$ cat config.mk
export PLATFORM = sky130hd
export DESIGN_NAME = pc_gen
export DESIGN_NICKNAME = d
export VERILOG_FILES = /design/src/fetch_pkg.sv /design/src/pc_gen.sv
export SDC_FILE = /design/constraint.sdc
export NUM_CORES = 1
export LEC_CHECK = 0
export BUFFER_PORTS_ARGS = -buffer_cell sky130_fd_sc_hd__clkbuf_2
export CORE_ASPECT_RATIO = 1.2
export CORE_MARGIN = 4
export CORE_UTILIZATION = 30
export CTS_BUF_LIST = sky130_fd_sc_hd__clkbuf_2
export DETAILED_ROUTE_END_ITERATION = 6
export GPL_TIMING_DRIVEN = 0
export SKIP_LAST_GASP = 1
export SLEW_MARGIN = 5
export SYNTH_ARGS = -nofsm -noshare
export SYNTH_HDL_FRONTEND = slang
export SYNTH_SLANG_ARGS = --single-unit
$ cat constraint.sdc
create_clock -name clk -period 5.05 [get_ports clk]
set_input_delay 0.2525 -clock clk [delete_from_list [all_inputs] [get_ports clk]]
set_output_delay 0.2525 -clock clk [all_outputs]
set_load 0.01 [all_outputs]
$ cat src/fetch_pkg.sv
package fetch_pkg;

    // byte address as seen by the fetch unit
    typedef logic [31:0] addr_t;

    // one instruction word
    typedef logic [31:0] inst_t;

    // bit 0 marks the lower slot valid, bit 1 the upper
    typedef logic [1:0] slot_mask_t;

    // branch target buffer index, taken from pc bits 6:3
    typedef logic [3:0] btb_idx_t;

    // address bits above the index
    typedef logic [24:0] btb_tag_t;

    // word index into instruction memory
    typedef logic [7:0] mem_addr_t;

    // fetch address after reset
    localparam addr_t pc_reset = 32'h0000_0000;

    // one packet holds two instructions
    localparam int fetch_bytes = 8;

    // direct-mapped predictor size
    localparam int btb_entries = 16;

    // instruction memory depth in words
    localparam int mem_words = 256;

endpackage

$ cat src/pc_gen.sv
`timescale 1ns/1ns

module pc_gen (
    input  logic                  clk,
    input  logic                  rstn,
    input  logic                  redirect_wb,
    input  fetch_pkg::addr_t      redirect_wb_target,
    input  logic                  redirect_ex,
    input  fetch_pkg::addr_t      redirect_ex_target,
    input  logic                  fetch_allowin,
    input  logic                  pred_taken,
    input  fetch_pkg::addr_t      pred_target,
    output fetch_pkg::addr_t      fetch_pc,
    output logic                  fetch_fire,
    output fetch_pkg::slot_mask_t fetch_slot_mask,
    output logic                  flush
);
    import fetch_pkg::*;

    addr_t pc;
    addr_t aligned_pc;
    addr_t seq_pc;
    addr_t next_pc;

    // any redirect kills what is in flight
    assign flush = redirect_wb | redirect_ex;

    // no launch on the redirect edge, pc is being replaced
    assign fetch_fire = fetch_allowin & ~flush;

    assign fetch_pc = pc;

    // misaligned target: only the upper slot belongs to the stream
    assign fetch_slot_mask = pc[2] ? slot_mask_t'(2'b10) : slot_mask_t'(2'b11);

    // successor is always packet aligned, so a misaligned target is fetched once
    assign aligned_pc = pc & ~addr_t'(fetch_bytes - 1);
    assign seq_pc     = aligned_pc + addr_t'(fetch_bytes);

    // predicted taken wins over fall-through
    assign next_pc = pred_taken ? pred_target : seq_pc;

    // write-back beats execute, both beat the sequential step
    always_ff @(posedge clk) begin
        if (!rstn) begin
            pc <= pc_reset;
        end else if (redirect_wb) begin
            pc <= redirect_wb_target;
        end else if (redirect_ex) begin
            pc <= redirect_ex_target;
        end else if (fetch_fire) begin
            pc <= next_pc;
        end
    end

endmodule

## Word level (Yosys, flattened, before mapping)

Index checks and enable logic that the tools add are counted.

| storage, ports and cells | value |
|---|---|
| bits in latches | 0 |
| ROM bits | 0 |
| bits in writable memories | 0 |
| input bits | 102 |
| bits in registers | 32 |
| output and inout port bits | 36 |
| word-level logic and storage cells | 11 |
| memories | 0 |

| cells by class | value |
|---|---|
| add/sub/neg operators | 1 |
| shifts and indexed selects | 0 |
| multiply operators | 0 |
| order comparisons | 0 |
| multiplexer cells | 5 |
| reduce and logical (&&, ||, !) cells | 1 |
| equal/unequal tests | 0 |
| bitwise logic cells | 3 |
| div/mod/pow operators | 0 |

Operators with widths:

| cell | number |
|---|---|
| 32-bit two-way mux | 4 |
| 32-bit by 4-bit adder with 32-bit output, second input constant | 1 |
| 3-bit nonzero test | 1 |
| 1-bit AND | 1 |
| 1-bit two-way mux | 1 |
| 1-bit NOT | 1 |
| 1-bit bitwise OR | 1 |

## Longest topological paths before layout

| depth | value |
|---|---|
| word-level depth | 6 |
| depth in mapped cells | 8 |
| mapped depth without buffers | 6 |

## Worst setup path before layout

OpenSTA, ideal clock, no wires.

| path | value |
|---|---|
| path kind | register -> register |
| start point | register pc[5], in the netlist fetch_pc[5] |
| end point | register pc[14], in the netlist fetch_pc[14] |
| stages on the path, launching flop included | 7 |
| path buffers | 1 |
| setup time | 0.070 ns |
| data arrival time | 1.896 ns |
| clock period less this slack | 1.966 ns |
| path slack | 3.084 ns |
| required time | 4.980 ns |
| cells stage by stage | dfxtp_1 -> nand4_2 -> or2_1 -> buf_6 -> or4_1 -> a211o_1 -> a21oi_1 |

| on the way | value |
|---|---|
| cells in the longest elaborated chain, start to end | 5 |

Ends and longest elaborated chain:

| item | line | source |
|---|---|---|
| start: declaration | pc_gen.sv:20 | `addr_t pc;` |
| start signal: assignment | pc_gen.sv:46 | `pc <= pc_reset;` |
| start signal: assignment | pc_gen.sv:48 | `pc <= redirect_wb_target;` |
| start signal: assignment | pc_gen.sv:50 | `pc <= redirect_ex_target;` |
| 32-bit by 4-bit adder with 32-bit output | pc_gen.sv:38 | `assign seq_pc = aligned_pc + addr_t'(fetch_bytes);` |
| 32-bit two-way mux | pc_gen.sv:41 | `assign next_pc = pred_taken ? pred_target : seq_pc;` |
| 32-bit two-way mux | pc_gen.sv:51 | `end else if (fetch_fire) begin` |
| 32-bit two-way mux | pc_gen.sv:49 | `end else if (redirect_ex) begin` |
| 32-bit two-way mux | pc_gen.sv:47 | `end else if (redirect_wb) begin` |

Every way passes these cells. The select of a mux whose other input is x is not followed.
A chain may end at the register's enable or synchronous reset.

## Worst setup path in the final report

| path | value |
|---|---|
| start point | register pc[10], in the netlist fetch_pc[10] |
| end point | register pc[25], in the netlist fetch_pc[25] |

Same word-level chain as after synthesis.

==> out/qor.json <==
{
  "outcome": "complete, no violations",
  "cts_sinks": 32,
  "finalWorstPathRequiredPeriod_ns": 2.49,
  "class_of_the_most_critical_hold_timing_path": "input port to register",
  "drv_cap": 0,
  "antenna-diode-count": 0,
  "power.density_mw_per_mm2": 205,
  "worstPathRequired_ns": 5.37,
  "fin_worst_skew_ns": 0.0224,
  "post_synth_inst_count": 395,
  "global_route.usage.total_pct": 22.3,
  "drt_iter0_drc": 287,
  "crit_type": "register to register",
  "cts_tree": "built",
  "yosys_most_used_dff": "dfxtp_1",
  "hold_violations": 0,
  "worst_slew_margin_rel_pct": 16.5,
  "start_util_pct": 30.9,
  "clockBufferDepth": 2,
  "timing.critical_path.to_type": "register",
  "timing.hold.worst_path_depth": 3,
  "number_of_antenna_violations_at_the_first_check_in_global_routing": 0,
  "pin_count_of_the_biggest_net_entering_global_routing": 12,
  "num_rows": 37,
  "floorplan.core_area_mm2": 0.00866,
  "critical_path.cell_chain": "nand3_1, nor4_1, nand2_1, o311ai_0",
  "synthDistinctLibCells": 57,
  "synth_seq_area_share_pct": 23.9,
  "post_dp_cell_area_mm2": 0.00349,
  "hold_path_startpoint": "redirect_wb_target[10]",
  "tns_ns": 0,
  "grt.overflow.total": 0,
  "cts_inserted_buffers": 5,
  "die_height_um": 111,
  "achievable-frequency_mhz": 402,
  "clkLatencyLatePin_ns": 0.43,
  "r2r-end": "fetch_pc[25]$_SDFFE_PN0P_",
  "multi_input_area_mm2": 0.00186,
  "detail-route-antenna-nets": 0,
  "final_common_cell": "clkbuf_2",
  "ys_warnings": 0,
  "final_cell_mix": "138 x clkbuf_2, 46 x o21ai_0, 43 x a21oi_1, 38 x nand2_1, 32 x dfxtp_1",
  "wl_um": 12200,
  "final_layout_size_suffix_gt1_share_pct": 27.6,
  "post_cts_resize_count": 0,
  "proportion_of_synthesized_flip_flops_having_asynchronous_set_or_reset_pct": 0,
  "fin_area_mm2": 0.00356,
  "post_synth_instance_area_mm2": 0.00268,
  "die_area_mm2": 0.0105,
  "cp-start-kind": "register",
  "cp.buffers_inverters": 0,
  "filler_cell_count": 972,
  "place.gp.congestion": 0.922,
  "dr.pass1.iters": 5,
  "ys_seq_elements": 32,
  "static-leakage-power_uw": 0.00152,
  "number_of_ports_placed_on_the_die_boundary": 138,
  "setup_violations": 0,
  "cp_slowest_cell": "nor4_1",
  "cts.repair_timing.setup_buffer_count": 0,
  "routed_vias_inst": 5.74,
  "wl_per_cell_um": 18.6,
  "clkSlewWorstSetupHoldPaths_ns": 0.21,
  "r2r_path_start": "fetch_pc[10]$_SDFFE_PN0P_",
  "hold-path-endpoint": "fetch_pc[10]$_SDFFE_PN0P_",
  "grt_first_pass_wirelength_um": 18400,
  "synth_nets": 498,
  "power.total_uw": 728,
  "number_of_global_route_vias_before_repair": 3544,
  "cp_slowest_stage_delay_ns": 1.06,
  "area_growth_syn_to_layout_pct": 32.9,
  "timing.critical_path.fanout_max": 8,
  "largest_reg_flops": 32,
  "timing.reg2reg.setup_slack_ns": 2.56,
  "synth_enable_flop_cells": 0,
  "cts.root.buffer_cell": "clkbuf_2",
  "grt_setup_unrepaired": "false",
  "io_buffer_count": 133,
  "place.detailed.hpwl_um": 9380,
  "worst_ep_arrival_time_ns": 2.81,
  "final_net_count": 638,
  "synth_area_per_cell_um2": 6.78,
  "worst_path_dominant_cell_family": "simple AND/OR/NAND/NOR gates",
  "cts.hold.buffers_added": 0,
  "tightestPinTransition_ns": 1.24,
  "ir_drop_mv": 0.0920,
  "chipWidth_um": 94.2,
  "drc": 0,
  "via_count": 3748,
  "regArea_um2": 641,
  "timing_max_transition_violations_final": 0,
  "ctsHtreeMaxLevel": 2,
  "worst-r2r-cell-count": 4,
  "timing.final.crit_share_pct": 49.3
}
## worst min-delay path, delay by kind of cell
family / cells / cell delay [ns]
simple gates: 1 / 0.06
compound gates: 1 / 0.06
buf+inv: 1 / 0.09
## kinds of logic after synthesis
kind of cell               synth area share (%)
adders and majority gates                 0.467
and+or+nand+nor                            27.5
AOI/OAI and AO/OA                          37.4
xor gates and xnor gates                  0.654
buffers and inverters                      6.50
other                                     0.140
muxes                                      3.41
DFF                                        23.9
## cell usage after synthesis, drive strengths merged, types with 8 or more instances
| library cell | instances | area (um2) |
|---|---|---|
| inv | 8 | 30.0 |
| a221oi | 11 | 96.3 |
| mux2i | 8 | 80.1 |
| nand3 | 16 | 80.1 |
| o21ai | 46 | 230 |
| a31oi | 8 | 50.1 |
| dfxtp | 32 | 641 |
| nand4 | 12 | 81.3 |
| a21oi | 43 | 215 |
| nor4 | 8 | 50.1 |
| nor2 | 30 | 113 |
| nor3 | 16 | 80.1 |
| clkbuf | 26 | 97.6 |
| nand2 | 38 | 143 |
## how the worst max path moves through the flow
stage                                          from                   endpoint  slack [ns]  depth (start not counted)
final                     fetch_pc[10]$_SDFFE_PN0P_  fetch_pc[25]$_SDFFE_PN0P_        2.56                          4
after global routing      fetch_pc[10]$_SDFFE_PN0P_  fetch_pc[25]$_SDFFE_PN0P_        2.47                          4
after CTS                 fetch_pc[10]$_SDFFE_PN0P_  fetch_pc[25]$_SDFFE_PN0P_        2.62                          4
after detailed placement  fetch_pc[10]$_SDFFE_PN0P_  fetch_pc[25]$_SDFFE_PN0P_        2.66                          5
after global placement    fetch_pc[20]$_SDFFE_PN0P_  fetch_pc[25]$_SDFFE_PN0P_        2.65                          5
after floorplan            fetch_pc[5]$_SDFFE_PN0P_  fetch_pc[14]$_SDFFE_PN0P_        3.08                          6
## power breakdown
part / switching, uW / internal [uW]
logic: 128 / 98.2
clock network: 110 / 82.6
registers: 34.3 / 275
## metrics by stage
| stage | setup WS, ns | cells | hold slack, ns | util (%) |
|---|---|---|---|---|
| floorplan | 3.08 | 395 | 0.397 | - |
| global placement | 2.65 | 645 | 0.471 | 40.3 |
| detailed placement | 2.66 | 645 | 0.490 | 40.3 |
| CTS | 2.62 | 653 | 0.0632 | 41.1 |
| global route | 2.47 | 653 | 0.0580 | 41.1 |
| finish | 2.56 | 653 | 0.0466 | 41.1 |
## layer usage
layer	vias up	GRT usage [%]	part of all wire, %
met5	-	0	0
met4	0	7.71	3.4
met3	32	3.92	8.5
met2	210	37.8	47
met1	1727	28.1	41
li1	1779	-	-
## layout make-up
type                            instances  area share (%)
Timing Repair Buffer                  133            18.7
Buffer                                 33            3.83
Clock buffer                            5           0.703
Sequential cell                        32            18.0
Clock inverter                          3            1.20
Tap cell                              117            4.12
Multi-Input combinational cell        320            52.4
Inverter                               10            1.06
Note: power is estimated with default switching activity, not from simulation.
