**config.mk**
```make
export PLATFORM = sky130hd
export DESIGN_NAME = branch_target_buffer
export DESIGN_NICKNAME = d
export VERILOG_FILES = /design/src/fetch_pkg.sv /design/src/branch_target_buffer.sv
export SDC_FILE = /design/constraint.sdc
export NUM_CORES = 1
export LEC_CHECK = 0
export BUFFER_PORTS_ARGS = -buffer_cell sky130_fd_sc_hd__buf_2
export CAP_MARGIN = 30
export CORE_MARGIN = 5
export CORE_UTILIZATION = 41
export DETAILED_ROUTE_END_ITERATION = 12
export GPL_TIMING_DRIVEN = 0
export PLACE_DENSITY = 0.55
export SYNTH_ARGS = -nofsm -noshare
export SYNTH_HDL_FRONTEND = slang
export SYNTH_SLANG_ARGS = --single-unit
```
**constraint.sdc**
```tcl
create_clock -name clk -period 6.8 [get_ports clk]
set_input_delay 1.36 -clock clk [delete_from_list [all_inputs] [get_ports clk]]
set_output_delay 1.36 -clock clk [all_outputs]
set_load 0.05 [all_outputs]
```
**src/fetch_pkg.sv**
```systemverilog
package fetch_pkg;

    // byte address as seen by the fetch unit
    typedef logic [31:0] addr_t;

    // one instruction word
    typedef logic [31:0] inst_t;

    // bit 0 marks the lower slot valid, bit 1 the upper
    typedef logic [1:0] slot_mask_t;

    // branch target buffer index, taken from pc bits 6:3
    typedef logic [3:0] btb_idx_t;

    // address bits above the index
    typedef logic [24:0] btb_tag_t;

    // word index into instruction memory
    typedef logic [7:0] mem_addr_t;

    // fetch address after reset
    localparam addr_t pc_reset = 32'h0000_0000;

    // one packet holds two instructions
    localparam int fetch_bytes = 8;

    // direct-mapped predictor size
    localparam int btb_entries = 16;

    // instruction memory depth in words
    localparam int mem_words = 256;

endpackage

```
**src/branch_target_buffer.sv**
```systemverilog
`timescale 1ns/1ns

module branch_target_buffer (
    input  logic             clk,
    input  logic             rstn,
    input  fetch_pkg::addr_t lookup_pc,
    input  logic             upd_valid,
    input  fetch_pkg::addr_t upd_pc,
    input  fetch_pkg::addr_t upd_target,
    input  logic             upd_taken,
    output logic             pred_taken,
    output fetch_pkg::addr_t pred_target
);
    import fetch_pkg::*;

    // index starts just above the byte offset within a packet
    localparam int idx_lsb = $clog2(fetch_bytes);
    localparam int idx_w   = $bits(btb_idx_t);
    localparam int tag_w   = $bits(btb_tag_t);

    logic [btb_entries-1:0] entry_valid;
    btb_tag_t               entry_tag    [btb_entries];
    addr_t                  entry_target [btb_entries];

    btb_idx_t lookup_idx;
    btb_tag_t lookup_tag;
    btb_idx_t upd_idx;
    btb_tag_t upd_tag;
    logic     lookup_hit;
    logic     upd_hit;

    // split addresses into index and tag
    assign lookup_idx = lookup_pc[idx_lsb +: idx_w];
    assign lookup_tag = lookup_pc[31 -: tag_w];
    assign upd_idx    = upd_pc[idx_lsb +: idx_w];
    assign upd_tag    = upd_pc[31 -: tag_w];

    // lookup is purely combinational on the fetch pc
    assign lookup_hit = entry_valid[lookup_idx] && (entry_tag[lookup_idx] == lookup_tag);

    // only valid entries are ever written taken
    assign pred_taken  = lookup_hit;
    assign pred_target = entry_target[lookup_idx];

    // the update targets the same branch already held in the entry
    assign upd_hit = entry_valid[upd_idx] && (entry_tag[upd_idx] == upd_tag);

    // valid bits
    always_ff @(posedge clk) begin
        if (!rstn) begin
            entry_valid <= '0;
        end else if (upd_valid) begin
            if (upd_taken) begin
                entry_valid[upd_idx] <= 1'b1;
            end else if (upd_hit) begin
                // resolved not taken, forget this branch
                entry_valid[upd_idx] <= 1'b0;
            end
        end
    end

    // tag and target storage, written on taken updates only
    always_ff @(posedge clk) begin
        if (upd_valid && upd_taken) begin
            entry_tag[upd_idx]    <= upd_tag;
            entry_target[upd_idx] <= upd_target;
        end
    end

endmodule

```
Word-level counts from Yosys, hierarchy flattened:

Memories as Yosys holds them, arrays and structs flattened.
Cells that the tools add are included.

* flip-flop bits (word level): 16
* memory bits (writable): 912
* bits of input ports: 100
* logic and storage cells: 27
* memories: 2

Memory list
* entry_target: depth 16, bits a word 32, read ports 1, clocked after Yosys merged registers in 0, wr ports 1, line branch_target_buffer.sv:23 `addr_t entry_target [btb_entries];`
* entry_tag: depth 16, bits a word 25, read ports 2, clocked after Yosys merged registers in 0, wr ports 1, line branch_target_buffer.sv:22 `btb_tag_t entry_tag [btb_entries];`

* magnitude comparators: 3
* eq/ne operators: 2
* mux-type cells: 10
* bitwise logic cells: 3
* reductions and logical operators: 6

Operators by type and width (count)
* 25-bit equality test: 2
* 16-bit two-way mux: 2
* 16-bit bitwise AND: 1
* 16-bit inverter: 1
* 16-bit OR: 1
* 4-bit by 5-bit less-than comparator with 1-bit output, second input constant: 2
* 1-bit binary-select mux with 4-bit select: 2
* 1-bit two-way mux: 5
* 1-bit demux with 4-bit select: 1
* 4-bit by 1-bit greater-or-equal comparator with 1-bit output, second input constant: 1
* 1-bit logical AND: 4
* 2-bit AND reduction: 1
* 2-bit nonzero test: 1

Logic depth before layout (Yosys ltp):

Gate-level depths: netlist of run 1.

* depth after elaboration: 8
* depth in mapped cells: 13
* depth with buffers taken out: 8

Least setup slack after synthesis of run 1:

OpenSTA, ideal clock, no wires.

* kind: in2out
* start point: input lookup_pc[3]
* end point: output pred_taken
* arrival: 5.420 ns
* data required time: 5.440 ns
* slack: 0.020 ns
* stages: 8
* path buffers: 3
* cell sequence: clkbuf_1 > buf_1 > buf_1 > mux4_2 > mux4_2 > xnor2_1 > nand4_1 > nor4_1

* cells in the longest elaborated chain, start to end: 3

Ends and longest elaborated chain
* from (decl): line branch_target_buffer.sv:6 `input fetch_pkg::addr_t lookup_pc,`
* memory 16 x 25 bit or 1-bit binary-select mux with 4-bit select (tied branches)
* 25-bit equality test or 1-bit two-way mux (tied branches): line branch_target_buffer.sv:39 `assign lookup_hit = entry_valid[lookup_idx] && (entry_tag[lookup_idx] == lookup_tag);`
* 1-bit logical AND (*): line branch_target_buffer.sv:39
* to (decl): line branch_target_buffer.sv:11 `output logic pred_taken,`

Mark *: on every way between the ends. The rest lies on a longest branch, timed or not. The select of a mux whose other input is x is not followed.

Worst setup path in the final report of run 1:

* start point: input lookup_pc[5]
* end point: output pred_taken

Same word-level chain as after synthesis.

==> results of run 1 <==
-- metrics by stage --
| stage | setup WS [ns] | cells | power (W) |
|---|---|---|---|
| 6_report | 0.135 | 3433 | 0.0127 |
| 5_1_grt | 0.0420 | 3424 | 0.0130 |
| 4_1_cts | 0.0580 | 3419 | 0.0127 |
| 3_5_place_dp | -0.135 | 3242 | 0.00752 |
| 3_3_place_gp | -4.97 | 3164 | 0.00747 |
| 2_1_floorplan | 0.0196 | 1780 | 0.00708 |
-- worst register-to-register path: stages, from the launching register on --
cell and delay (ns):
edfxtp_1 0.42, mux4_2 0.49, mux2i_1 0.18, xnor2_1 0.16, nor4_1 0.65, a41oi_1 0.26
a2111oi_2 0.70, nand4_1 0.42, o221a_1 0.34
-- path summary, 6_finish.rpt --
| check | depth (start not counted) | endpoint | from | slack, ns |
|---|---|---|---|---|
| worst max-delay path | 10 | pred_taken | lookup_pc[5] | 0.13 |
| worst min-delay path | 1 | flop | flop | 0.56 |
| worst max register to register | 8 | flop | entry_tag[8][20]$_DFFE_PP_ | 3.07 |
| worst min register to register | 1 | flop | flop | 0.56 |
-- what timing repair did --
item                                    4_1_cts  5_1_grt
buffers inserted                              0        0
gates resized for setup                       3        1
endpoints found under the setup margin       16        5
-- cells by family (layout without fill, tap and decap cells) --
group	Yosys count	in the layout
compound gates	87	87
buf+inv	117	494
flops	928	928
simple gates	141	141
other cells	0	11
mux	448	448
xor+xnor	59	59
-- layout make-up --
class | count | area, µm² | share of cell area (%)
antenna | 11 | 27.5 | 0.0595
buffer | 111 | 534 | 1.15
clock buffer | 121 | 2580 | 5.57
clock inverter | 56 | 541 | 1.17
inverter | 6 | 22.5 | 0.0487
multi-input combinational | 735 | 11100 | 24.1
sequential | 928 | 27700 | 59.9
tap | 1265 | 1580 | 3.42
timing repair buffer | 200 | 2130 | 4.61
-- flip-flops by register name, indices dropped and copies added (netlist names), named ones only --
name	cells
entry_tag	400
entry_target	512
-- per-layer routing --
metal	wire (µm)	vias to the layer above
met1	45900	11200
li1	-	8340
met3	9910	243
met2	57200	1058
met4	4570	6
met5	38	-
-- cells in the final DEF (no fill, tap or decap), types with 16 or more instances in the layout --
| cell | count |
|---|---|
| xor2_1 | 24 |
| xnor2_1 | 35 |
| nor2_1 | 20 |
| dfxtp_1 | 16 |
| clkbuf_1 | 60 |
| clkinv_2 | 17 |
| nor2_4 | 16 |
| clkbuf_16 | 98 |
| mux4_2 | 360 |
| edfxtp_1 | 912 |
| buf_1 | 28 |
| mux2i_1 | 59 |
| buf_2 | 146 |
| mux2_2 | 26 |
| o221a_1 | 16 |
| clkinv_1 | 24 |
| buf_12 | 42 |
| buf_8 | 29 |
| nand2_1 | 42 |
-- power by group through the flow --
stage / Clock, W / Sequential (W) / Combinational, W
after floorplan: 0 / 0.00649 / 0.000593
final: 0.00525 / 0.00637 / 0.00103
after detailed placement: 0 / 0.00649 / 0.00103
after global placement: 0 / 0.00650 / 0.000974
after CTS: 0.00534 / 0.00637 / 0.00104
after global routing: 0.00558 / 0.00637 / 0.00108
==> metrics.md, run 1 <==
| Metric | Value |
|---|---|
| GRT Util Overall | 22.8% |
| CTS Sinks | 928 |
| Setup violations, final | 0 |
| Share of layout cells above drive strength 1 | 36.3% |
| Final TNS setup | 0 ns |
| Critical Path AT | 5.31 ns |
| Most frequent cell after synthesis | edfxtp_1 |
| Placed cell areas | 43100 µm² |
| Combinational share of power | 8.2% |
| WL final | 118 mm |
| CTS tree | built |
| Top post-synthesis cells by count | edfxtp_1 (912), mux4_2 (360), mux2i_1 (59) |
| Syn Nets | 1880 |
| Switching Share | 22.7% |
| Internal power | 0.00978 W |
| Critical path buffer and inverter count | 5 |
| Leak Pwr | 14.7 nW |
| Die Span Y | 319 µm |
| Core region area | 95000 µm² |
| Synth warn | 0 |
| RSZ-0062 raised after global routing | false |
| Antenna-violating nets left | 0 |
| Busiest layer in global routing | met2 |
| Clk slew on worst S/H paths | 0.06 ns |
| Tmin final | 6.67 ns |
| Mux cell area share after synthesis | 23.1% |
| Flops & latches, synth | 928 |
| Via density | 6.07 |
| Main combinational cell family by area after synthesis | multiplexers |
| Row cnt | 113 |
| Mapped Avg Cell Area | 22.1 µm² |
| WP data required | 5.44 ns |
| Final Cell Area | 46300 µm² |
| Longest Clk Path Bufs | 3 |
| Crit path kind | in2out |
| Met1 Use GR | 30.3% |
| Sequential power share | 50.3% |
| DR pass1 iterations | 5 |
| Layout overhead on the synthesized area | 17.8% |
| H-tree depth | 3 |
| Power density over the cells | 274 nW/µm² |
| Peak Freq | 150 MHz |
| IO Count | 133 |
| Worst skew pair latency | 0.67 ns |
| Netlist Area Pre-Place | 39300 µm² |
| Die width | 319 µm |
| HPWL after DPL | 77.0 mm |
| Final Hold Fails | 0 |
| Slew Viols, Final | 0 |
| Status | finished, final reports clean |
| Initial detailed-routing violation count | 2705 |
| Clk root buf | clkbuf_16 |
| Slowest CP cell | mux4_2 |
| GRT met2 Usage | 37.3% |
| Gr ovfl total | 0 |
| Netlist cell types | 58 |
| Crit Path Max Fanout | 10 |
| Critical path launch point type | input pin |
| Max incr delay on CP | 0.73 ns |
| Clock power share | 41.5% |
| Final hold slack | 0.563 ns |
| Initial Utilization | 41.3% |
| Adder-Cell Fraction of Synth Area | 0% |
| Net load switching power | 0.00287 W |
| Worst setup EP type | primary output |
| Fillers | 7845 |
| Complex-gate fraction of the synthesized area | 1.86% |
| Period utilization | 98.0% |
| Nets@finish | 2179 |
| Synth area leader | edfxtp_1 |
| Yosys top cell area share | 69.7% |
| Wire per inst | 34.3 µm |
| Maximum VDD drop | 0.000245 V |
| RD Place Congestion | 0.855 |
| Worst Max-Slew Pin Slew | 1.20 ns |
| Hold WC Path Type | reg2reg |
| Crit-path cells | clkbuf_1 > clkbuf_1 > buf_8 > buf_2 > mux4_2 > xor2_1 > nor4_1 > nand3_1 > nor4_1 > buf_2 |
| Port Buffers | 119 |
| Ys flop type | edfxtp_1 |
| Max transition margin | 19.2% |
| First-pass GRT wire length | 165 mm |
| Top Family by Delay on Critical Path | buffers and inverters |
| Die area | 102000 µm² |
| Share of the yosys chip area belonging to registers | 70.6% |
| Max-cap violations | 0 |
| Simple-gate area share of the yosys netlist | 1.77% |
| Synth top area cells | edfxtp_1 (70%), mux4_2 (21%), mux2i_1 (1.5%) |
| Core Util, Final | 48.7% |
| Initial antenna violation count | 13 |
| Xor/xnor share of the synthesized area | 1.32% |
| Drt drc | 0 |
| CTS Buf Count | 97 |
| Met3 Use GR | 5.28% |
| Largest net degree at the start of global routing | 23 |
| Clock skew | 0.0132 ns |
| Vias | 20800 |
| Post-CTS Hold Buffers | 0 |
| Number of synthesized flops with an enable pin | 912 |
| Synthesized instance count | 1780 |
| Synth async-reset ratio | 0% |
| Number of global-route vias before repair | 21700 |
(Power assumes the default switching activity.)
==> inputs of run 2 (changes only) <==
==> constraint.sdc (replaced) <==
create_clock -name clk -period 6.8 [get_ports clk]
set_input_delay 1.7 -clock clk [delete_from_list [all_inputs] [get_ports clk]]
set_output_delay 1.7 -clock clk [all_outputs]
set_load 0.05 [all_outputs]
==> metrics.md, run 2 (synthesis gave the netlist of run 1 again) <==
| Metric | Value |
|---|---|
| Maximum VDD drop | 0.000215 V (was 0.000245 V) |
| Worst Max-Slew Pin Slew | 1.03 ns (was 1.20 ns) |
| Crit-path cells | clkdlybuf4s15_2 > clkbuf_1 > buf_8 > mux4_2 > mux4_2 > xor2_1 > nor4_2 > nand3_2 > nor4_4 > buf_2 (was clkbuf_1 > clkbuf_1 > buf_8 > buf_2 > mux4_2 > xor2_1 > nor4_1 > nand3_1 > nor4_1 > buf_2) |
| Status | finished, final reports clean (unchanged) |
| Critical path buffer and inverter count | 4 (was 5) |
| Port Buffers | 119 (unchanged) |
| Max transition margin | 31.6% (was 19.2%) |
| CTS tree | built (unchanged) |
| Leak Pwr | 14.8 nW (was 14.7 nW) |
| Critical register-to-register path startpoint | entry_tag[11][20]$_DFFE_PP_ (was entry_tag[8][20]$_DFFE_PP_) |
| Layout overhead on the synthesized area | 18.4% (was 17.8%) |
| Placed cell count | 3245 (was 3242) |
| Crit Path Max Fanout | 10 (unchanged) |
| WP data required | 5.10 ns (was 5.44 ns) |
| Crit path kind | in2out (unchanged) |
| Final Cell Area | 46500 µm² (was 46300 µm²) |
| Top Family by Delay on Critical Path | buffers and inverters (unchanged) |
| Max reg flops | 512 (unchanged) |
| Final Hold Fails | 0 (unchanged) |
| Clock skew | 0.0236 ns (was 0.0132 ns) |
| Period utilization | 99.0% (was 98.0%) |
| Clk slew on worst S/H paths | 0.06 ns (about the same) |
| Placed cell areas | 43100 µm² (about the same) |
| Initial detailed-routing violation count | 2459 (was 2705) |
| IO Count | 133 (unchanged) |
| Number of global-route vias before repair | 21600 (was 21700) |
| Fillers | 7795 (was 7845) |
| FF-to-FF setup slack | 3.16 ns (was 3.07 ns) |
| Slowest CP cell | clkdlybuf4s15_2 (was mux4_2) |
| Vias | 20700 (was 20800) |
| PnR worst setup slack | 0.0704 ns (was 0.135 ns) |
| Peak Freq | 149 MHz (was 150 MHz) |
| Setup bufs post-CTS | 0 (unchanged) |
| Largest net degree at the start of global routing | 23 (unchanged) |
| Cell mode on critical path | mux4_2 |
| Biggest register | entry_target (unchanged) |
| DR pass1 iterations | 5 (unchanged) |
| Most common cell after layout, fill and taps aside | edfxtp_1 (unchanged) |
| Row cnt | 113 (unchanged) |
| Final TNS setup | 0 ns (unchanged) |
| Worst skew pair latency | 0.67 ns (about the same) |
| Die area | 102000 µm² (unchanged) |
| Gr ovfl total | 0 (unchanged) |
| Critical path launch point type | input pin (unchanged) |
| Most frequent cells in the layout | edfxtp_1 (912), mux4_2 (360), buf_2 (149), clkbuf_16 (99), mux2i_1 (59) (was edfxtp_1 (912), mux4_2 (360), buf_2 (146), clkbuf_16 (98), clkbuf_1 (60)) |
| Setup violations, final | 0 (unchanged) |
| CTS Buf Count | 98 (was 97) |
| First-pass GRT wire length | 165 mm (about the same) |
| Critical Path Start | lookup_pc[4] (was lookup_pc[5]) |
| Clk root buf | clkbuf_16 (unchanged) |
| Initial Utilization | 41.3% (unchanged) |
| H-tree depth | 3 (unchanged) |
| Final std cells w/o fill | 3433 (unchanged) |
| Share of layout cells above drive strength 1 | 37.8% (was 36.3%) |
| Tmin final | 6.73 ns (was 6.67 ns) |
| Hold path depth | 1 (unchanged) |
| Die Span Y | 319 µm (unchanged) |
| Die width | 319 µm (unchanged) |
| RD Place Congestion | 0.836 (was 0.855) |
| Core region area | 95000 µm² (unchanged) |
| Initial antenna violation count | 11 (was 13) |
| Slew Viols, Final | 0 (unchanged) |
| HPWL after DPL | 77.4 mm (was 77.0 mm) |
| Power density over the cells | 277 nW/µm² (was 274 nW/µm²) |
| Hold WC Path Type | reg2reg (unchanged) |
| CTS Sinks | 928 (unchanged) |
| R2r worst-path depth | 8 (unchanged) |
| Via density | 6.04 (was 6.07) |
| GRT Util Overall | 22.7% (was 22.8%) |
| Drt drc | 0 (unchanged) |
| Dpl ws | -0.965 ns (was -0.135 ns) |
| Max-cap violations | 0 (unchanged) |
| Core Util, Final | 48.9% (was 48.7%) |
| WL final | 117 mm (was 118 mm) |
| Nets@finish | 2180 (was 2179) |
| Worst setup EP type | primary output (unchanged) |
| Biggest regs | entry_target x512, entry_tag x400 (unchanged) |
| RSZ-0062 raised after global routing | false (unchanged) |
| Antenna-violating nets left | 0 (unchanged) |
| Longest Clk Path Bufs | 3 (unchanged) |
| Critical Path AT | 5.03 ns (was 5.31 ns) |
| Max incr delay on CP | 0.48 ns (was 0.73 ns) |
| Wire per inst | 34.1 µm (was 34.3 µm) |
run 2: changes by cell type in the layout (fill, tap and decap cells not counted), sizes merged:
cell	change
diode	-5
clkdlybuf4s15	+1
inv	-3
clkinvlp	+1
bufinv	+5
clkinv	+1
run 2: worst max path at each step:
stage	end	cells past startpoint	slack, ns
CTS	pred_taken	10	0.01
finish	pred_taken	10	0.07
detailed placement	pred_taken	9	-0.96
global route	pred_taken	9	0.02
global placement	flop	7	-5.57
floorplan	pred_taken	8	0.17
run 2: per-stage QoR:
step / total power, W / hold WS (ns)
after floorplan: 0.00708 / 0.514
after global placement: 0.00747 / 0.536
after detailed placement: 0.00753 / 0.537
after CTS: 0.0130 / 0.556
after global routing: 0.0133 / 0.576
final: 0.0129 / 0.557
run 2: worst reg2reg max path: stages, from the launching register on:
cell	delay (ns)
edfxtp_1	0.40
mux4_2	0.48
mux2i_1	0.18
xnor2_1	0.12
nor4_1	0.61
a41oi_1	0.23
a2111oi_2	0.70
nand4_1	0.45
o221a_1	0.37
run 2: layer usage:
layer / GRT usage (%) / up-vias / routed length (µm)
li1: - / 8345 / -
met2: 37.1 / 941 / 56800
met5: 0 / - / 36
met3: 4.27 / 254 / 8740
met4: 7.93 / 6 / 4730
met1: 31.0 / 11200 / 46600
run 2: what timing repair did:
action | in CTS | in global routing
cloned | 0 | 0
setup endpoints to repair | 33 | 21
resized for setup | 33 | 2
hold endpoints to repair | 0 | 0
hold buffers | 0 | 0
run 2: layout make-up:
type | instances | area, µm² | area share (%)
clock buffer | 122 | 2590 | 5.58
buffer | 111 | 577 | 1.24
timing repair buffer | 200 | 2100 | 4.52
antenna | 6 | 15.0 | 0.0323
clock inverter | 60 | 737 | 1.58
tap | 1265 | 1580 | 3.40
inverter | 6 | 22.5 | 0.0484
sequential | 928 | 27700 | 59.6
multi-input combinational | 735 | 11200 | 24.0
run 2: report_power, final:
| part | switching (W) | internal [W] | leakage, nW | total (W) |
|---|---|---|---|---|
| sequential | 0.0000206 | 0.00635 | 8.35 | 0.00637 |
| combinational | 0.000631 | 0.000405 | 4.87 | 0.00104 |
| clock | 0.00225 | 0.00325 | 1.61 | 0.00550 |
