==> src/fetch_pkg.sv <==
package fetch_pkg;

    // byte address as seen by the fetch unit
    typedef logic [31:0] addr_t;

    // one instruction word
    typedef logic [31:0] inst_t;

    // bit 0 marks the lower slot valid, bit 1 the upper
    typedef logic [1:0] slot_mask_t;

    // branch target buffer index, taken from pc bits 6:3
    typedef logic [3:0] btb_idx_t;

    // address bits above the index
    typedef logic [24:0] btb_tag_t;

    // word index into instruction memory
    typedef logic [7:0] mem_addr_t;

    // fetch address after reset
    localparam addr_t pc_reset = 32'h0000_0000;

    // one packet holds two instructions
    localparam int fetch_bytes = 8;

    // direct-mapped predictor size
    localparam int btb_entries = 16;

    // instruction memory depth in words
    localparam int mem_words = 256;

endpackage

==> src/fetch_buffer.sv <==
`timescale 1ns/1ns

module fetch_buffer (
    input  logic                  clk,
    input  logic                  rstn,
    input  logic                  flush,
    input  logic                  fetch_fire,
    input  fetch_pkg::addr_t      fetch_pc,
    input  fetch_pkg::slot_mask_t fetch_slot_mask,
    input  logic                  pred_taken,
    input  fetch_pkg::addr_t      pred_target,
    input  logic                  out_ready,
    output logic                  fetch_allowin,
    output logic                  out_valid,
    output fetch_pkg::addr_t      out_pc,
    output fetch_pkg::slot_mask_t out_slot_mask,
    output logic                  out_pred_taken,
    output fetch_pkg::addr_t      out_pred_target
);
    import fetch_pkg::*;

    logic       valid;
    logic       out_fire;
    addr_t      pc_q;
    slot_mask_t mask_q;
    logic       taken_q;
    addr_t      target_q;

    assign out_fire = valid & out_ready;

    // room when empty or the held packet leaves this cycle
    assign fetch_allowin = ~valid | out_fire;

    // occupancy, a redirect drops whatever is held
    always_ff @(posedge clk) begin
        if (!rstn) begin
            valid <= 1'b0;
        end else if (flush) begin
            valid <= 1'b0;
        end else if (fetch_fire) begin
            valid <= 1'b1;
        end else if (out_fire) begin
            valid <= 1'b0;
        end
    end

    // packet side info, lines up with the memory output register
    always_ff @(posedge clk) begin
        if (fetch_fire) begin
            pc_q     <= fetch_pc;
            mask_q   <= fetch_slot_mask;
            taken_q  <= pred_taken;
            target_q <= pred_target;
        end
    end

    assign out_valid       = valid;
    assign out_pc          = pc_q;
    assign out_slot_mask   = mask_q;
    assign out_pred_taken  = taken_q;
    assign out_pred_target = target_q;

endmodule

==> config.mk <==
export PLATFORM = sky130hd
export DESIGN_NAME = fetch_buffer
export DESIGN_NICKNAME = d
export VERILOG_FILES = /design/src/fetch_pkg.sv /design/src/fetch_buffer.sv
export SDC_FILE = /design/constraint.sdc
export NUM_CORES = 1
export LEC_CHECK = 0
export BUFFER_PORTS_ARGS = -buffer_cell sky130_fd_sc_hd__buf_2
export CAP_MARGIN = 20
export CORE_AREA = 3 3 96 71
export CTS_CLUSTER_DIAMETER = 100
export DETAILED_ROUTE_END_ITERATION = 8
export DIE_AREA = 0 0 99 74
export GPL_ROUTABILITY_DRIVEN = 0
export PLACE_DENSITY = 0.68
export SYNTH_ARGS = -nofsm -noshare
export SYNTH_HDL_FRONTEND = slang
export SYNTH_SLANG_ARGS = --single-unit
export TNS_END_PERCENT = 100
==> constraint.sdc <==
create_clock -name clk -period 1.7 [get_ports clk]
set_clock_uncertainty 0.2 [all_clocks]
set_input_delay 0.34 -clock clk [delete_from_list [all_inputs] [get_ports clk]]
set_output_delay 0.34 -clock clk [all_outputs]
set_load 0.005 [all_outputs]
* Word-level counts from Yosys, hierarchy flattened *
Cells that the tools add are included.

operators by class
  bitwise operators = 4
  equal/unequal tests = 0
  muxes and demuxes = 2
  shift-type cells = 0
  multiply operators = 0
  order comparisons = 0
  add/sub/neg operators = 0
  reduce and logical (&&, ||, !) cells = 2
  div/mod/pow operators = 0

operator list
  kind                count
  $mux W1             2
  $not A1 Y1          2
  $reduce_bool A2 Y1  1
  $reduce_or A2 Y1    1
  $and A1 B1 Y1       1
  $or A1 B1 Y1        1

storage, ports and cells
  bits of input ports = 72
  memory bits (writable) = 0
  bits in latches = 0
  output and inout port bits = 69
  memory bits (read-only) = 0
  register bits after elaboration = 68
  memories = 0
  logic and storage cells = 13

* Longest topological paths before layout *
Gate-level depths: netlist (run 1).

  depth in word-level cells = 3
  depth in mapped cells = 2
  gate-level depth less buffers = 2

* Worst setup path before layout (run 1) *
No wires, ideal clock.

  kind = in2out
  start = input port out_ready
  end = output port fetch_allowin
  data arrival time = 497 ps
  setup slack = 663 ps
  path buffers = 0
  stages = 1
  required time = 1,160 ps
  cell sequence = nand2b_1

between the ends
  longest elaborated chain between the ends = 2

ends and longest elaborated chain
  element          RTL line            source
  start, declared  fetch_buffer.sv:12  input logic out_ready,
  $and A1 B1 Y1    fetch_buffer.sv:29  assign out_fire = valid & out_ready;
  $or A1 B1 Y1     fetch_buffer.sv:32  assign fetch_allowin = ~valid | out_fire;
  end, declared    fetch_buffer.sv:13  output logic fetch_allowin,

No other way between the ends.

* Worst setup path after layout (run 1) *
  start = register valid, in the netlist out_valid
  end = output port fetch_allowin

between the ends
  longest elaborated chain between the ends = 2
  elaborated cells between the ends (all ways) = 3
  classes of those cells = 3 x bitwise

ends and longest elaborated chain
  element                                      RTL line                                source
  start, declared                              fetch_buffer.sv:22                      logic valid;
  start signal, assigned                       fetch_buffer.sv:37                      valid <= 1'b0;
  start signal, assigned                       fetch_buffer.sv:39                      valid <= 1'b0;
  start signal, assigned                       fetch_buffer.sv:41                      valid <= 1'b1;
  $and A1 B1 Y1 or $not A1 Y1 (tied branches)  fetch_buffer.sv:29, fetch_buffer.sv:32
  $or A1 B1 Y1 (*)                             fetch_buffer.sv:32

Every way passes the cells marked *; elsewhere a longest branch is shown, timed or not.

==> results of run 1 <==
-- state kept, by name, indices dropped and copies added, names as in the netlist --
name             count
out_valid            1
out_slot_mask        2
out_pc              32
out_pred_taken       1
out_pred_target     32
-- power groups by stage --
stage | sequential (W) | combinational (W) | clock [W]
final | 0.00202 | 0.000398 | 0.00115
after global routing | 0.00203 | 0.000432 | 0.00128
after CTS | 0.00202 | 0.000398 | 0.00121
after detailed placement | 0.00205 | 0.000277 | 0
after global placement | 0.00205 | 0.000270 | 0
after floorplan | 0.00208 | 0.00000337 | 0
-- critical path, stage by stage (launching register included) --
cell and delay, ns:
dfxtp_1 0.33, nand2b_1 0.08, buf_2 0.13
-- cell usage in the layout (no fill, tap or decap) --
cell           count
buf_2            140
dlygate4sd3_1     67
edfxtp_1          67
clkbuf_8           9
clkinv_1           4
nand2b_1           2
buf_12             2
inv_1              1
a21oi_2            1
bufinv_16          1
dfxtp_1            1
-- metrics by stage --
step           setup WS (ns)  instances
6_report               0.282        373
5_1_grt                0.207        373
4_1_cts                0.254        373
3_3_place_gp           0.444        292
2_1_floorplan          0.663         72
3_5_place_dp           0.439        292
-- cells by family (layout without fill, tap and decap cells) --
logic type,after synthesis,count (layout),synth area share (%)
DFF,68,68,98.8
and+or+nand+nor,2,2,0.608
AOI/OAI and AO/OA,1,1,0.426
buffers and inverters,1,224,0.182
-- path summary, 6_finish.rpt --
check,startpoint,to,slack [ns]
max,out_valid,fetch_allowin,0.28
min,rstn,out_valid,0.05
max reg2reg,out_valid,out_valid,0.90
min reg2reg,out_valid,out_valid,0.31
-- per-layer routing --
layer,up-vias,share of wire [%]
met4,0,1.1
met5,-,0
li1,726,-
met2,102,48
met3,8,13
met1,689,38
-- final cells by class --
| cell class | count | area share [%] |
|---|---|---|
| Sequential cell | 68 | 54.4 |
| Timing Repair Buffer | 209 | 37.8 |
| Clock buffer | 9 | 3.32 |
| Tap cell | 78 | 2.61 |
| Clock inverter | 5 | 1.21 |
| Multi-Input combinational cell | 3 | 0.570 |
| Inverter | 1 | 0.101 |
==> impl_results.md, run 1 <==
- Final ANT Viol Nets: 0
- Logic pwr share: 11.1%
- #FFs+latches synth: 68
- Count of final setup violators: 0
- Die Area: 7330 µm²
- H-Tree Depth: 3
- Most numerous cell in the Yosys netlist: edfxtp_1
- Synth top area share: about 98%
- Worst-margin pin slew: approximately 0.19 ns
- Clock Sink Count: a little under 70
- DR iter-0 viols: 28
- Cts bufs inserted: 9
- Final Critical Period: approximately 1.4 ns
- WP data arrival: about 0.88 ns
- Synth unique cells: 5
- CTS tree: yes
- Initial antenna violation count: 0
- Synthesis-to-finish area growth: 81.6%
- Top_reg_cell synth: edfxtp_1
- Switch Pwr: just under 0.0007 W
- Grt peak-use layer: met2
- Antenna diodes: 0
- Layout fillers: roughly 450
- Placed inst area: about 2900 µm²
- Vias after detailed routing: 1525
- Hold buffer count at cts: 67
- Fmax: 0.705 GHz
- Max Cap Viol: 0
- Worst Path Max Fanout: 2
- Total power: 0.00357 W
- FP Rows: 24
- Num ports: between 100 and 150
- Grt ovf: 0
- CP Class: reg -> out
- GR Util met2: roughly 25%
- Sw Share: about a fifth
- Worst hold slack: approximately 0.053 ns
- Leak: approximately 1.6 nW
- Status: finished clean
- Core Footprint: ~6000 µm²
- DR WL/cell: around 14 µm
- Port buffer count: 140
- Fin. max-slew vios: 0
- Met3 Resource Use GR: 8.53%
- Clock transition at path regs: roughly 0.070 ns
- Clk Latency, worst-skew pair: approximately 0.33 ns
- Largest net degree at the start of global routing: 37
- Synthesized Nets: between 100 and 150
- Final instance area: 3730 µm²
- Async SR Flop Fraction: 0%
- CTS resizes: 0
- Worst R2R Path Depth: 2
- Synth warn: 0
- Post-synthesis sequential area ratio: between 90% and 100%
- Routed WL: 5310 µm
- Synth top area cells: edfxtp_1 98%, dfxtp_1 0.97%, nand2b_1 0.61%
- RSZ-0062 raised after global routing: no
- Peak VDD IR: between 0.5 and 0.6 mV
- Synth area leader: edfxtp_1
- Area of the multi-input gates: 21.3 µm²
- Clock power frac: between 30% and 40%
- Int Pwr: around 0.0029 W
- DRC errors left: 0
- Gr usage total: between 10 and 15%
- Hold path depth: 3
- Die width: ~100 µm
- Mapped Cells: a little over 70
- Fin nets: 364
- Postcts setup bufs: 0
- Die Y: around 74 µm
- Share of post-route cells with drive strength above 1: approximately half
- Commonest cells in the synthesized netlist: 67 x edfxtp_1, 2 x nand2b_1, 1 x a21oi_2, 1 x dfxtp_1, 1 x inv_1
- Met1 Use GR: 15.4%
- Clock tree root driver cell: clkbuf_8
- Avg Inst Size Synth: roughly 29 µm²
- Pwr dens: 955 nW/µm²
- Clk buf depth: 2
- Final Util: about three fifths
- Post-Synthesis Cell Area: just over 2000 µm²
- Starting Density: between 30% and 40%
- Worst Hold Class: in -> reg
- Avg Vias per Cell: 4.09
- Setup TNS: 0 ns
- Worst setup SP type: flop
- Drt first pass iters: 4
- Flop pwr share: about 56%
- Number of enable flip-flop cells after synthesis: 67
- First-pass GRT wire length: approximately 7800 µm
- Vias in the first global route: ~1600
- Max_slew headroom: between 80% and 90%
- Register area: approximately 2000 µm²
- Endpoint kind of the worst setup timing path: output port
- Worst Path Required: 1.16 ns
- Period utilisation layout: a little over four fifths
- Hold Vio Cnt, Final: 0
Power figures use the tool's default switching activity.
==> run 2, diff against run 1 <==
- ABC_AREA: not set -> 1
- clock period: 1.7 -> 1.36 ns (I/O delays scaled with it)
==> run 2 against run 1 <==
Via count rose by 1.8%. Area after synthesis is 0.24% higher. Utilization grew 1.5 points. Non-clock buffer count grew 3. Clock power grew 56%. Clock-buffer cell count up 3. Wire length grew 8.9%. Highest routed layer unchanged.
==> impl_results.md, run 2 <==
- Total power: 0.00483 W (+35%)
- Core Footprint: 6040 µm² (unchanged)
- Clk buf depth: 2 (unchanged)
- FF-to-FF End: out_valid
- Worst-margin pin slew: 0.190 ns (-0.00114 ns)
- Largest net degree at the start of global routing: 36 (-2.7%)
- Area of the multi-input gates: 18.8 µm² (-12%)
- Layout fillers: 448 (-0.67%)
- Clock power frac: 37.1% (+4.8 points)
- Synth warn: 0 (unchanged)
- Peak VDD IR: 0.791 mV (+44%)
- Die width: 99 µm (unchanged)
- RSZ-0062 raised after global routing: yes
- Hold path startpoint: out_ready
- Drt first pass iters: 3 (-1)
- Synth unique cells: 6 (+1)
- Avg Inst Size Synth: 27.9 µm² (-2.5%)
- FP Rows: 24 (unchanged)
- Logic pwr share: 10.6% (-0.5 points)
- Setup TNS: 0 ns (unchanged)
- DRC errors left: 0 (unchanged)
- Switch Pwr: 0.000946 W (+37%)
- Int Pwr: 0.00388 W (+35%)
- Vias in the first global route: 1676 (+7.6%)
- WHS Endpoint: out_valid
- Hold Vio Cnt, Final: 0 (unchanged)
- Synthesized Nets: 146 (+1.4%)
- Crit-path max cell delay: 0.39 ns (+0.06 ns)
- Routed WL: 5780 µm (+8.9%)
- Die Y: 74 µm (unchanged)
- Share of post-route cells with drive strength above 1: 52.6% (+0.78 points)
- Fmax: approximately 0.74 GHz
- Worst R2R Path Depth: 3 (+1)
- Reg2Reg Launch Point: out_valid
- Port buffer count: 140 (unchanged)
- Most numerous cell in the Yosys netlist: edfxtp_1
- Antenna diodes: 0 (unchanged)
- Max_slew headroom: 87.3% (about the same)
- DR iter-0 viols: 53 (+89%)
- Clk Latency, worst-skew pair: 0.34 ns (about the same)
- Worst setup SP type: flop
- Endpoint kind of the worst setup timing path: output port
- Final Critical Period: approximately 1.4 ns
- Slowest stage cell on the critical path: edfxtp_1
- H-Tree Depth: 3 (unchanged)
- Synthesis-to-finish area growth: 85.4%
- CP Cell Sequence: buf_2
- Synth top area cells: edfxtp_1 98%, dfxtp_1 0.97%, inv_1 0.55%
- Period utilisation layout: 99.8%
- Clock transition at path regs: 0.07 ns (about the same)
- Die Area: 7330 µm² (unchanged)
- #FFs+latches synth: 68 (unchanged)
- Worst hold slack: 0.197 ns (+0.144 ns)
- Setup ws final: 0.00316 ns (-0.279 ns)
- Number of enable flip-flop cells after synthesis: 67 (unchanged)
- Synth area leader: edfxtp_1
- Flop pwr share: 52.3% (-4.2 points)
- Async SR Flop Fraction: 0% (unchanged)
- Count of final setup violators: 0 (unchanged)
- Postcts setup bufs: 0 (unchanged)
- Commonest non-fill, non-tap cell in the layout: buf_2
- WP data arrival: 0.88 ns (about the same)
- Fin. max-slew vios: 0 (unchanged)
- Post-synthesis sequential area ratio: 98.5% (-0.24 points)
- Family with the most delay on the worst path: flip-flops
- First-pass GRT wire length: 8620 µm (+10%)
- Placement Setup Slack: 0.197 ns (-0.242 ns)
- Final Util: 63.3% (+1.5 points)
- Synth top area share: 97.6% (-0.24 points)
- DR WL/cell: 15.2 µm (+6.9%)
- Worst Path Buf+Inv: 1 (unchanged)
- Vias after detailed routing: 1553 (+1.8%)
- Grt ovf: 0 (unchanged)
- Leak: 1.65 nW (+2.9%)
- Starting Density: 34.2% (+0.083 points)
- Initial antenna violation count: 0 (unchanged)
- Cts bufs inserted: 9 (unchanged)
- Pwr dens: 1260 nW/µm² (+32%)
- Hpwl dp: roughly 3400 µm
- Num ports: 141 (unchanged)
- Mapped Cells: 74 (+2.8%)
- Post-Synthesis Cell Area: 2060 µm² (+0.24%)
- Commonest cells after routing, fill and taps aside: 140 x buf_2, 69 x dlygate4sd3_1, 67 x edfxtp_1
- Clock Sink Count: 68 (unchanged)
- Fin nets: 369 (+1.4%)
- Gr usage total: 16.3% (+1.6 points)
- CTS tree: yes
- Status: finished clean
- Final ANT Viol Nets: 0 (unchanged)
- Top_reg_cell synth: edfxtp_1
- Avg Vias per Cell: 4.09 (about the same)
- Max Cap Viol: 0 (unchanged)
- Commonest cells in the synthesized netlist: 67 x edfxtp_1, 3 x inv_1
- Hold path depth: 5 (+2)
- Worst Hold Class: in -> reg
- Worst Path Required: 0.89 ns (-0.27 ns)
- Sw Share: 19.6% (+0.21 points)
- Register area: 2030 µm² (about the same)
- CP Class: reg -> out
- Worst Path Max Fanout: 1 (-1)
- Clock tree root driver cell: clkbuf_8
- Reg2Reg Setup Slack: 0.34 ns (-0.56 ns)
-- run 2: cell types whose count changed in the layout (fill, tap and decap cells not counted) --
cell / previous run / this run
clkinvlp_4: 0 / 1
clkinv_2: 0 / 1
nand2b_1: 2 / 0
nand2_1: 0 / 1
dlygate4sd3_1: 67 / 69
inv_1: 1 / 3
clkbuf_8: 9 / 10
dfxtp_2: 0 / 1
clkinv_1: 4 / 0
clkbuf_1: 0 / 2
dlymetal6s4s_1: 0 / 1
nand2_2: 0 / 1
dfxtp_1: 1 / 0
bufinv_16: 1 / 2
-- run 2: final cells by class --
class	instances	area share [%]
well taps	78	2.55
inverters	3	0.295
clock inverters	4	1.90
repair buffers	212	37.8
flip-flops and latches	68	53.2
multi-input cells	3	0.491
clock buffers	12	3.80
-- run 2: power groups by stage --
stage / combinational [W] / clock (W) / sequential, W
global route: 0.000556 / 0.00194 / 0.00254
CTS: 0.000503 / 0.00184 / 0.00252
finish: 0.000510 / 0.00179 / 0.00252
global placement: 0.000338 / 0 / 0.00256
detailed placement: 0.000348 / 0 / 0.00257
floorplan: 0.00000493 / 0 / 0.00260
-- run 2: how the worst max path moves through the flow --
stage                              from                   to  slack, ns  depth (start not counted)
floorplan                     out_valid        fetch_allowin       0.48                          1
global placement             fetch_fire  out_pred_target[23]       0.21                          2
detailed placement           fetch_fire  out_pred_target[22]       0.20                          2
CTS                          out_pc[27]           out_pc[27]      0.003                          1
global route             out_pred_taken       out_pred_taken      -0.05                          1
finish              out_pred_target[22]  out_pred_target[22]      0.003                          1
-- run 2: cells by family after synthesis --
kind of cell | count (synthesis) | share of synthesized area, %
flip-flops | 68 | 98.5
buffers and inverters | 3 | 0.546
AND/OR/NAND/NOR | 2 | 0.485
AO/OA/AOI/OAI | 1 | 0.425
-- run 2: timing repair --
item	CTS	global route
setup endpoints to repair	1	27
endpoints found under the hold margin	68	0
hold buffers	70	0
resized for setup	1	1
pin swaps	0	1
-- run 2: layer usage --
layer | global-route usage (%) | wire, µm | vias to the layer above
met5 | 0 | 0 | -
li1 | - | - | 736
met3 | 9.65 | 798 | 8
met1 | 18.0 | 2270 | 696
met4 | 7.27 | 87 | 0
met2 | 25.7 | 2630 | 113
-- run 2: through the flow --
stage / cell area (µm²) / instances
finish: 3820 / 380
global route: 3820 / 380
CTS: 3820 / 380
detailed placement: 2900 / 294
global placement: 2900 / 294
floorplan: 2060 / 74
==> run 3, diff against run 2 <==
- PLACE_DENSITY: 0.68 -> 0.71
- clock period: 1.36 -> 1.2 ns (I/O delays scaled with it)
==> run 3 against run 2 <==
The flow now finishes with violations (setup timing). Register-to-register slack better by 0.07 ns. Wire length decreased by 7.7%. Non-clock buffer count is the same. Flip-flop and latch count stayed put. First-iteration DRC count decreased by 40%. Setup slack worse by 0.10 ns. Sequential share of layout area grew 0.99 points. Sequential power increased by 13%. Cell count down 0.53%. Critical path type unchanged. Critical endpoint is now fetch_allowin. Highest routed layer unchanged.
==> impl_results.md, run 3 (synthesized netlist as in run 2, its figures left out) <==
- Worst Hold Class: in -> reg
- WHS Endpoint: out_valid
- Critical Path Source: out_valid
- Largest net degree at the start of global routing: 35 (-2.8%)
- FP Rows: 24 (unchanged)
- Synthesis-to-finish area growth: 82.0%
- Starting Density: 34.2% (unchanged)
- CTS tree: yes
- Cts bufs inserted: 9 (unchanged)
- DRC errors left: 0 (unchanged)
- Share of post-route cells with drive strength above 1: 52.7% (about the same)
- Final Critical Period: approximately 1.3 ns
- DR iter-0 viols: 32 (-40%)
- Fmax: 0.770 GHz
- Hold Vio Cnt, Final: 0 (unchanged)
- Worst-margin pin slew: 0.177 ns (-0.0125 ns)
- Die Area: 7330 µm² (unchanged)
- Worst hold slack: 0.0157 ns (-0.181 ns)
- Hold path depth: 4 (-1)
- Peak VDD IR: 0.752 mV (-4.9%)
- Setup ws final: -0.0988 ns (-0.102 ns)
- Commonest non-fill, non-tap cell in the layout: buf_2
- Port buffer count: 140 (unchanged)
- Clk buf depth: 2 (unchanged)
- RSZ-0062 raised after global routing: yes
- Worst Path Required: 0.76 ns (-0.13 ns)
- WP data arrival: 0.86 ns (-0.02 ns)
- Max_slew headroom: 88.2% (+0.83 points)
- Initial antenna violation count: 0 (unchanged)
- Reg2Reg Setup Slack: 0.41 ns (+0.07 ns)
- Vias in the first global route: 1700 (+1.4%)
- Hold path startpoint: out_ready
- Die width: 99 µm (unchanged)
- Clock Sink Count: 68 (unchanged)
- Leak: 1.63 nW (-1.5%)
- Worst setup SP type: flop
- Max Cap Viol: 0 (unchanged)
- H-Tree Depth: 3 (unchanged)
- Die Y: 74 µm (unchanged)
- First-pass GRT wire length: 8020 µm (-6.9%)
- CP Class: reg -> out
- Drt first pass iters: 4 (+1)
- Endpoint kind of the worst setup timing path: output port
- Post-route insts no fill: 378 (-0.53%)
- Fin nets: 369 (unchanged)
- Worst R2R Path Depth: 2 (-1)
- Layout fillers: 452 (+0.89%)
- FF-to-FF End: out_valid
- Avg Vias per Cell: 4.00 (-2.1%)
- Routed WL: 5330 µm (-7.7%)
- Commonest cells after routing, fill and taps aside: 139 x buf_2, 69 x dlygate4sd3_1, 67 x edfxtp_1
- DR WL/cell: 14.1 µm (-7.2%)
- Clk Latency, worst-skew pair: 0.32 ns (-0.02 ns)
- Gr usage total: 14.9% (-1.3 points)
- Hpwl dp: 3300 µm (-4.0%)
- Final ANT Viol Nets: 0 (unchanged)
- Inst Count DP: 295 (+0.34%)
- Period utilisation layout: 108%
- Worst Path Max Fanout: 2 (+1)
- Vias after detailed routing: 1512 (-2.6%)
- Reg2Reg Launch Point: out_valid
- Antenna diodes: 0 (unchanged)
- Clock tree root driver cell: clkbuf_8
- Fin. max-slew vios: 0 (unchanged)
- Clock transition at path regs: 0.06 ns (about the same)
- Failing checks: setup timing
- Grt ovf: 0 (unchanged)
- Core Footprint: 6040 µm² (unchanged)
- Count of final setup violators: 69 (+69)
- Num ports: 141 (unchanged)
- Pwr dens: 1300 nW/µm² (+3.1%)
- Status: finished, violations left
- Postcts setup bufs: 0 (unchanged)
run 3: changes by cell type in the layout (fill, tap and decap cells not counted), sizes merged:
| cell | change |
|---|---|
| buf | +1 |
| dlymetal6s4s | -1 |
| clkbuf | -2 |
| clkinv | +3 |
| bufinv | -2 |
| clkinvlp | -1 |
run 3: worst max path at each step:
| stage | end | slack [ns] | cells after the start |
|---|---|---|---|
| 5_1_grt | out_pc[18] | -0.15 | 1 |
| 2_1_floorplan | fetch_allowin | 0.35 | 1 |
| 3_3_place_gp | out_pc[23] | 0.06 | 2 |
| 4_1_cts | out_pc[15] | -0.11 | 1 |
| 6_report | fetch_allowin | -0.1 | 2 |
| 3_5_place_dp | out_pred_target[16] | 0.05 | 2 |
run 3: repair_timing:
item,CTS,global route
pin swaps,1,0
hold buffers,69,0
endpoints found under the setup margin,69,69
hold endpoints to repair,68,0
gates resized for setup,1,1
run 3: per-stage QoR:
| stage | setup slack (ns) | setup TNS [ns] | utilization (%) | power, W | instance area (µm²) |
|---|---|---|---|---|---|
| 4_1_cts | -0.115 | -5.87 | 62.1 | 0.00494 | 3750 |
| 5_1_grt | -0.149 | -7.52 | 62.2 | 0.00512 | 3750 |
| 2_1_floorplan | 0.354 | 0 | - | 0.00295 | 2060 |
| 3_5_place_dp | 0.0521 | 0 | 48.2 | 0.00330 | 2910 |
| 6_report | -0.0988 | -3.85 | 62.2 | 0.00488 | 3750 |
| 3_3_place_gp | 0.0603 | 0 | 48.2 | 0.00329 | 2910 |
run 3: layout make-up:
cell class	count	area (µm²)	share of cell area [%]
Clock buffer	10	128	3.40
Clock inverter	4	18.8	0.500
Inverter	3	11.3	0.300
Multi-Input combinational cell	3	18.8	0.500
Sequential cell	68	2030	54.2
Tap cell	78	97.6	2.60
Timing Repair Buffer	212	1450	38.5
run 3: where the power goes:
group / leakage [nW] / switching, W / internal, W
Sequential: 0.664 / 0.0000423 / 0.00282
Combinational: 0.887 / 0.000212 / 0.000358
Clock: 0.0792 / 0.000746 / 0.000708
run 3: worst max-delay path: stages, from the launching register on:
cell     delay (ns)
dfxtp_2        0.34
nand2_2        0.07
buf_6          0.12
run 3: layer usage:
layer | track usage (%) | vias up | share of wire, %
li1 | - | 737 | -
met1 | 17.1 | 653 | 40
met2 | 23.0 | 111 | 44
met3 | 9.00 | 11 | 14
met4 | 6.36 | 0 | 1.6
met5 | 0 | - | 0
